==> src/deconv_pkg.sv <==
package deconv_pkg;

    ////////////////////
    // pixel widths
    ////////////////////

    localparam int PIX_WIDTH = 16;   // one input pixel

    // signed input pixel, first arrival is index 0 of a column
    typedef logic signed [PIX_WIDTH-1:0] pix_t;

    // products and overlap-add sums, wrap at double width
    typedef logic signed [2*PIX_WIDTH-1:0] acc_t;

    ////////////////////
    // engine states
    ////////////////////

    typedef enum logic [1:0] {
        IDLE,    // waiting for a column
        ACCUM,   // one feature pixel per cycle
        OUTPUT   // sums complete, handed to the output stage
    } eng_state_e;

endpackage

==> src/col_pair_if.sv <==
`timescale 1ns/1ps

// feature column + weight column handed to the deconv engine
interface col_pair_if #(
    parameter int SIZE_OF_FEATURE = 2,
    parameter int SIZE_OF_WEIGHT  = 3
);

    logic                                   start;          // one-cycle strobe
    deconv_pkg::pix_t [SIZE_OF_FEATURE-1:0] feat_col;       // held until next start
    deconv_pkg::pix_t [SIZE_OF_WEIGHT-1:0]  weight_col;     // last committed column
    logic                                   weight_loaded;  // sticky after first commit

    modport feat_src (
        output start,
        output feat_col
    );

    modport weight_src (
        output weight_col,
        output weight_loaded
    );

    modport engine (
        input start,
        input feat_col,
        input weight_col,
        input weight_loaded
    );

endinterface

==> src/weight_col_loader.sv <==
`timescale 1ns/1ps

module weight_col_loader #(
    parameter int SIZE_OF_WEIGHT = 3
) (
    input  logic                 i_clk,
    input  logic                 i_rst_n,
    input  logic                 i_weight_valid,
    input  deconv_pkg::pix_t     i_weight_pix,
    col_pair_if.weight_src       o_pair
);

    localparam int WIDX_W = (SIZE_OF_WEIGHT > 1) ? $clog2(SIZE_OF_WEIGHT) : 1;

    logic [WIDX_W-1:0]                     w_cnt;       // pixels staged so far
    logic                                  last_pix;
    deconv_pkg::pix_t [SIZE_OF_WEIGHT-1:0] stage_col;
    deconv_pkg::pix_t [SIZE_OF_WEIGHT-1:0] stage_next;

    assign last_pix = i_weight_valid && (w_cnt == WIDX_W'(SIZE_OF_WEIGHT - 1));

    // staged column with the incoming pixel dropped in
    always_comb
    begin
        stage_next        = stage_col;
        stage_next[w_cnt] = i_weight_pix;
    end

    always_ff @(posedge i_clk or negedge i_rst_n)
    begin
        if (!i_rst_n)
        begin
            w_cnt                <= '0;
            o_pair.weight_loaded <= 1'b0;
        end
        else if (i_weight_valid)
        begin
            if (last_pix)
            begin
                w_cnt                <= '0;
                o_pair.weight_loaded <= 1'b1;
            end
            else
                w_cnt <= w_cnt + 1'b1;
        end
    end

    always_ff @(posedge i_clk)
    begin
        if (i_weight_valid)
            stage_col <= stage_next;
        if (last_pix)
            o_pair.weight_col <= stage_next;   // commit full column only
    end

    a_cnt_range: assert property (@(posedge i_clk) disable iff (!i_rst_n)
        w_cnt < SIZE_OF_WEIGHT)
        else $error("weight pixel count out of range");

endmodule

==> src/feature_pingpong.sv <==
`timescale 1ns/1ps

module feature_pingpong #(
    parameter int SIZE_OF_FEATURE = 2
) (
    input  logic                 i_clk,
    input  logic                 i_rst_n,
    input  logic                 i_feature_valid,
    input  deconv_pkg::pix_t     i_feature_pix,
    col_pair_if.feat_src         o_pair
);

    localparam int FIDX_W = (SIZE_OF_FEATURE > 1) ? $clog2(SIZE_OF_FEATURE) : 1;

    ////////////////////
    // bank storage
    ////////////////////

    deconv_pkg::pix_t [SIZE_OF_FEATURE-1:0] bank [2];
    logic                                   fill_sel;   // bank being written
    logic [FIDX_W-1:0]                      pix_idx;
    logic                                   last_pix;

    assign last_pix = i_feature_valid && (pix_idx == FIDX_W'(SIZE_OF_FEATURE - 1));

    // the other bank holds the most recently completed column
    assign o_pair.feat_col = bank[~fill_sel];

    always_ff @(posedge i_clk)
    begin
        if (i_feature_valid)
            bank[fill_sel][pix_idx] <= i_feature_pix;
    end

    ////////////////////
    // fill control
    ////////////////////

    always_ff @(posedge i_clk or negedge i_rst_n)
    begin
        if (!i_rst_n)
        begin
            fill_sel     <= 1'b0;
            pix_idx      <= '0;
            o_pair.start <= 1'b0;
        end
        else
        begin
            o_pair.start <= last_pix;   // same cycle the banks swap
            if (i_feature_valid)
            begin
                if (last_pix)
                begin
                    pix_idx  <= '0;
                    fill_sel <= ~fill_sel;
                end
                else
                    pix_idx <= pix_idx + 1'b1;
            end
        end
    end

    a_idx_range: assert property (@(posedge i_clk) disable iff (!i_rst_n)
        pix_idx < SIZE_OF_FEATURE)
        else $error("feature pixel index out of range");

    a_start_pulse: assert property (@(posedge i_clk) disable iff (!i_rst_n)
        o_pair.start |=> !o_pair.start)
        else $error("start held for two cycles");

endmodule

==> src/deconv_col_engine.sv <==
`timescale 1ns/1ps

module deconv_col_engine #(
    parameter  int SIZE_OF_FEATURE = 2,
    parameter  int SIZE_OF_WEIGHT  = 3,
    parameter  int STRIDE          = 1,
    localparam int N_PIX_OUT       = SIZE_OF_FEATURE * SIZE_OF_WEIGHT
                                     - (SIZE_OF_WEIGHT - STRIDE) * (SIZE_OF_FEATURE - 1)
) (
    input  logic                             i_clk,
    input  logic                             i_rst_n,
    col_pair_if.engine                       i_pair,
    output logic                             o_valid,
    output deconv_pkg::acc_t [N_PIX_OUT-1:0] o_deconv_col
);

    localparam int FIDX_W = (SIZE_OF_FEATURE > 1) ? $clog2(SIZE_OF_FEATURE) : 1;

    deconv_pkg::eng_state_e                 state;
    logic [FIDX_W-1:0]                      feat_idx;   // next feature pixel in ACCUM
    logic                                   take;       // column accepted
    logic                                   res_pend;   // res_q holds a finished column
    deconv_pkg::pix_t [SIZE_OF_FEATURE-1:0] feat_q;
    deconv_pkg::pix_t [SIZE_OF_WEIGHT-1:0]  weight_q;
    deconv_pkg::acc_t [N_PIX_OUT-1:0]       acc;
    deconv_pkg::acc_t [N_PIX_OUT-1:0]       acc_next;
    deconv_pkg::acc_t [N_PIX_OUT-1:0]       res_q;
    deconv_pkg::pix_t                       cur_pix;
    deconv_pkg::pix_t [SIZE_OF_WEIGHT-1:0]  cur_w;
    int                                     base_pos;

    // OUTPUT frees the accumulators, so a new column may land there too
    assign take = i_pair.start && i_pair.weight_loaded && (state != deconv_pkg::ACCUM);

    ////////////////////
    // multiply + overlap-add
    ////////////////////

    always_comb
    begin
        if (state == deconv_pkg::ACCUM)
        begin
            cur_pix  = feat_q[feat_idx];
            cur_w    = weight_q;
            base_pos = int'(feat_idx) * STRIDE;
            acc_next = acc;
        end
        else
        begin
            // pixel 0 straight off the interface, sums start from zero
            cur_pix  = i_pair.feat_col[0];
            cur_w    = i_pair.weight_col;
            base_pos = 0;
            acc_next = '0;
        end
        for (int j = 0; j < SIZE_OF_WEIGHT; j++)
        begin
            acc_next[base_pos + j] = acc_next[base_pos + j]
                + deconv_pkg::acc_t'(cur_pix) * deconv_pkg::acc_t'(cur_w[j]);
        end
    end

    ////////////////////
    // control FSM
    ////////////////////

    always_ff @(posedge i_clk or negedge i_rst_n)
    begin
        if (!i_rst_n)
        begin
            state    <= deconv_pkg::IDLE;
            feat_idx <= '0;
            res_pend <= 1'b0;
            o_valid  <= 1'b0;
        end
        else
        begin
            res_pend <= (state == deconv_pkg::OUTPUT);
            o_valid  <= res_pend;
            case (state)
                deconv_pkg::ACCUM:
                begin
                    if (feat_idx == FIDX_W'(SIZE_OF_FEATURE - 1))
                        state <= deconv_pkg::OUTPUT;
                    feat_idx <= feat_idx + 1'b1;
                end
                default:   // IDLE or OUTPUT
                begin
                    if (take)
                    begin
                        state    <= (SIZE_OF_FEATURE > 1) ? deconv_pkg::ACCUM
                                                          : deconv_pkg::OUTPUT;
                        feat_idx <= FIDX_W'(1);
                    end
                    else
                        state <= deconv_pkg::IDLE;
                end
            endcase
        end
    end

    always_ff @(posedge i_clk)
    begin
        if (take || state == deconv_pkg::ACCUM)
            acc <= acc_next;
        if (take)
        begin
            feat_q   <= i_pair.feat_col;
            weight_q <= i_pair.weight_col;   // weights as of the start cycle
        end
        if (state == deconv_pkg::OUTPUT)
            res_q <= acc;
        if (res_pend)
            o_deconv_col <= res_q;
    end

    // feature side must not outrun the accumulation
    a_start_idle: assert property (@(posedge i_clk) disable iff (!i_rst_n)
        i_pair.start |-> state != deconv_pkg::ACCUM)
        else $error("start arrived during ACCUM");

    a_latency: assert property (@(posedge i_clk) disable iff (!i_rst_n)
        take |-> ##(SIZE_OF_FEATURE + 2) o_valid)
        else $error("accepted column missed its output slot");

endmodule

==> src/deconv_top.sv <==
`timescale 1ns/1ps

module deconv_top #(
    parameter  int SIZE_OF_FEATURE = 2,
    parameter  int SIZE_OF_WEIGHT  = 3,
    parameter  int STRIDE          = 1,   // 1 .. SIZE_OF_WEIGHT
    localparam int N_PIX_OUT       = SIZE_OF_FEATURE * SIZE_OF_WEIGHT
                                     - (SIZE_OF_WEIGHT - STRIDE) * (SIZE_OF_FEATURE - 1)
) (
    input  logic                             i_clk,
    input  logic                             i_rst_n,
    // weight pixel stream
    input  logic                             i_weight_valid,
    input  deconv_pkg::pix_t                 i_weight_pix,
    // feature pixel stream
    input  logic                             i_feature_valid,
    input  deconv_pkg::pix_t                 i_feature_pix,
    // one deconvolved column per pulse
    output logic                             o_valid,
    output deconv_pkg::acc_t [N_PIX_OUT-1:0] o_deconv_col
);

    col_pair_if #(
        .SIZE_OF_FEATURE (SIZE_OF_FEATURE),
        .SIZE_OF_WEIGHT  (SIZE_OF_WEIGHT)
    ) pair_if ();

    ////////////////////
    // column sources
    ////////////////////

    weight_col_loader #(
        .SIZE_OF_WEIGHT (SIZE_OF_WEIGHT)
    ) weight_col_loader_i (
        .i_clk          (i_clk),
        .i_rst_n        (i_rst_n),
        .i_weight_valid (i_weight_valid),
        .i_weight_pix   (i_weight_pix),
        .o_pair         (pair_if.weight_src)
    );

    feature_pingpong #(
        .SIZE_OF_FEATURE (SIZE_OF_FEATURE)
    ) feature_pingpong_i (
        .i_clk           (i_clk),
        .i_rst_n         (i_rst_n),
        .i_feature_valid (i_feature_valid),
        .i_feature_pix   (i_feature_pix),
        .o_pair          (pair_if.feat_src)
    );

    ////////////////////
    // operator
    ////////////////////

    deconv_col_engine #(
        .SIZE_OF_FEATURE (SIZE_OF_FEATURE),
        .SIZE_OF_WEIGHT  (SIZE_OF_WEIGHT),
        .STRIDE          (STRIDE)
    ) deconv_col_engine_i (
        .i_clk        (i_clk),
        .i_rst_n      (i_rst_n),
        .i_pair       (pair_if.engine),
        .o_valid      (o_valid),
        .o_deconv_col (o_deconv_col)
    );

endmodule

==> config.mk <==
export PLATFORM = sky130hd
export DESIGN_NAME = deconv_top
export DESIGN_NICKNAME = d
export VERILOG_FILES = /design/src/deconv_pkg.sv /design/src/col_pair_if.sv /design/src/weight_col_loader.sv /design/src/feature_pingpong.sv /design/src/deconv_col_engine.sv /design/src/deconv_top.sv
export SDC_FILE = /design/constraint.sdc
export NUM_CORES = 2
export LEC_CHECK = 0
export BUFFER_PORTS_ARGS = -buffer_cell sky130_fd_sc_hd__buf_2
export CAP_MARGIN = 15
export CORE_MARGIN = 2
export CORE_UTILIZATION = 35
export CTS_CLUSTER_DIAMETER = 100
export DETAILED_ROUTE_END_ITERATION = 8
export PLACE_DENSITY = 0.51
export REMOVE_ABC_BUFFERS = 1
export SYNTH_ARGS = -nofsm -noshare
export SYNTH_HDL_FRONTEND = slang
export SYNTH_HIERARCHICAL = 1
export SYNTH_SLANG_ARGS = --single-unit
==> constraint.sdc <==
create_clock -name i_clk -period 9.4 [get_ports i_clk]
set_input_delay 0.47 -clock i_clk [delete_from_list [all_inputs] [get_ports i_clk]]
set_output_delay 0.47 -clock i_clk [all_outputs]
set_load 0.02 [all_outputs]
==> results.cfg <==
[placement]
post-dp-hpwl_um = 125000
port_buffers = 164
finalWeightedCongestion = 0.890
placed_cell_area_mm2 = 0.0604

[layout]
num_antenna_cells = 0
area_growth_pct = 12.2
final_cell_mix = inv_1, fa_1, nand2_1, edfxtp_1, nor2_1
fillers = 15600
drive_gt1_share_pct = 11.0
layout_commonest_cell = inv_1
nNetsFinal = 6487
final_cell_area_mm2 = 0.0632

[drt]
drt_first_iter_violations = 2624
dr_total_vias = 36100
remaining_drc_errors = 0
postRouteAntennaNets = 0
wire_per_inst_um = 21.0
routed_wl_um = 158000
avgViaCountPerCell = 4.81
firstDrtPassIters = 8

[synthesis]
async_flop_share_pct = 1.73
ys_types = 78
synth_area_mm2 = 0.0564
synth_top_family_by_area = adder cells
synthSimpleGateAreaFrac_pct = 9.40
synth_fa_ha_area_share_pct = 37.7
synth.yosys.warnings = 6
yosysSeqAreaShare_pct = 33.7
synth_cells = 5060
ys_seq_elements = 635
synth-edff-count = 624
synth_compound_area_share_pct = 3.56
avgSynthCellArea_um2 = 11.1
synth_mux_area_share_pct = 5.45
yosys.area_share.xor_xnor_pct = 1.86
synthFlopType = edfxtp_1

[clock_network]
clk_latency_ns = 0.73
cts-root-buf = clkbuf_16
cts_buffers = 77
cts.path.max_buffers = 3
htreeDepth = 3
cts_resized = 0
cts_tree = done
path_clk_slew_ns = 0.06
clkSinkCount = 635

[sta]
hold_viol = 0
fin_skew_ns = 0.0535
finalSetupViolCount = 0
setup_tns_ns = 0
maxSlewViolCount = 0
slew_headroom_pct = 24.2
tightest_slew_ns = 1.14
rsz0062_at_grt = no
max_freq_ghz = 0.114
final.period_utilization_pct = 93.4
fin_crit_ns = 8.78

[floorplanning]
rows = 147
die_area_mm2 = 0.164
die_w_um = 405
start_util_pct = 35.2
coreArea_mm2 = 0.160
die_y_um = 405
io_pins = 165

[critical_path]
worstSetupStartpointType = register
worst_ep_arrival_time_ns = 9.17
worstPathMaxFanout = 34
max_stage_delay_ns = 1.00
end_kind = register
path_buf_inv = 5
cp_cell_sequence = mux2_2, nand2_1, o21ai_4, nand2_1, inv_1, fa_1, inv_1, fa_1, inv_1, fa_1, fa_1, fa_1, inv_1, fa_1, inv_1, ha_1, nand4_1, nor2b_1, nand2_1, o31ai_1, a41oi_1, mux2i_1, nor3_1, a31oi_1
cp_data_required_time_ns = 9.79
cpMostUsedCell = fa_1
slowest_stage = dfrtp_2
critical_path_class = register to register
crit_family = adder cells

[flow_run]
cap_violations = 0

[global_route]
overflow = 0
grt_pass1_vias = 39000
grt_use_total_pct = 19.8
grt_start_max_net_pins = 89
antenna_found_initial = 4
grt_pass1_wl_um = 242000

[outcome]
status = finished, final reports clean

[min_path]
hp-class = input pin to register
through the flow:
step	util [%]	hold WS (ns)	instances	setup WS (ns)
final	39.5	0.114	7502	0.624
after global routing	39.5	0.0961	7502	0.0371
after CTS	39.5	0.0571	7502	0.633
after detailed placement	37.7	0.405	7344	0.668
after global placement	37.7	0.401	7344	0.743
after floorplan	-	0.174	4879	-3.21
area by class of cell:
type	count	area [um2]	share of cell area, %
Sequential cell	635	19000	30.1
Tap cell	2160	2700	4.27
Inverter	1023	3840	6.07
Multi-Input combinational cell	3221	32800	51.9
Clock buffer	88	1970	3.11
Clock inverter	52	703	1.11
Timing Repair Buffer	323	2160	3.41
path summary, 6_finish.rpt:
check	startpoint	endpoint	slack (ns)	cells after the start
setup reg to reg	feature_pingpong_i/fill_sel	deconv_col_engine_i/acc[62]	0.62	24
min in group asynchronous	i_rst_n	feature_pingpong_i/o_pair.start	0.19	2
setup / recovery	feature_pingpong_i/fill_sel	deconv_col_engine_i/acc[62]	0.62	24
hold reg to reg	deconv_col_engine_i/res_q[60]	deconv_col_engine_i/o_deconv_col[60]	0.41	0
max in group asynchronous	i_rst_n	deconv_col_engine_i/res_pend	8.89	2
hold / removal	i_weight_pix[4]	weight_col_loader_i/o_pair.weight_col[36]	0.11	2
layer usage:
layer,track usage (%),vias to the layer above,part of all wire [%]
met3,3.53,221,6.3
met4,5.90,4,2.8
met5,0,-,0.014
met1,27.3,18700,45
met2,31.8,967,46
li1,-,16200,-
state kept, by name (all words and copies together), names as in the netlist:
signal,cells
deconv_col_engine_i/acc,128
deconv_col_engine_i/feat_idx,1
deconv_col_engine_i/feat_q,32
deconv_col_engine_i/o_deconv_col,128
deconv_col_engine_i/o_valid,1
deconv_col_engine_i/res_pend,1
deconv_col_engine_i/res_q,128
deconv_col_engine_i/state,2
deconv_col_engine_i/weight_q,48
feature_pingpong_i/bank,64
feature_pingpong_i/fill_sel,1
feature_pingpong_i/o_pair.start,1
feature_pingpong_i/pix_idx,1
weight_col_loader_i/o_pair.weight_col,48
weight_col_loader_i/o_pair.weight_loaded,1
weight_col_loader_i/stage_col,48
weight_col_loader_i/w_cnt,2
repair_timing:
item                      CTS  global route
hold endpoints to repair   76             0
hold buffers               18             0
buffers inserted            0             0
logic make-up after synthesis:
logic type / after synthesis
compound gates: 313
xor+xnor: 120
fa+ha+maj: 1170
buf+inv: 1204
flops: 635
mux: 279
simple gates: 1339
synthesized netlist by cell type (42+ instances only):
master | n | share of area, %
ha_1 | 291 | 6.5
nand2_1 | 678 | 4.5
inv_1 | 1023 | 6.8
mux2i_1 | 185 | 3.3
edfxtp_1 | 624 | 33
nor2_1 | 552 | 3.7
a21oi_1 | 71 | 0.63
o21ai_0 | 84 | 0.75
mux2_4 | 42 | 1.1
clkbuf_1 | 135 | 0.90
xnor2_1 | 99 | 1.5
mux2_2 | 51 | 1.0
fa_1 | 879 | 31
Power is not shown: default switching activity piles up to over one toggle a cycle in this logic, so the estimate is an artifact.
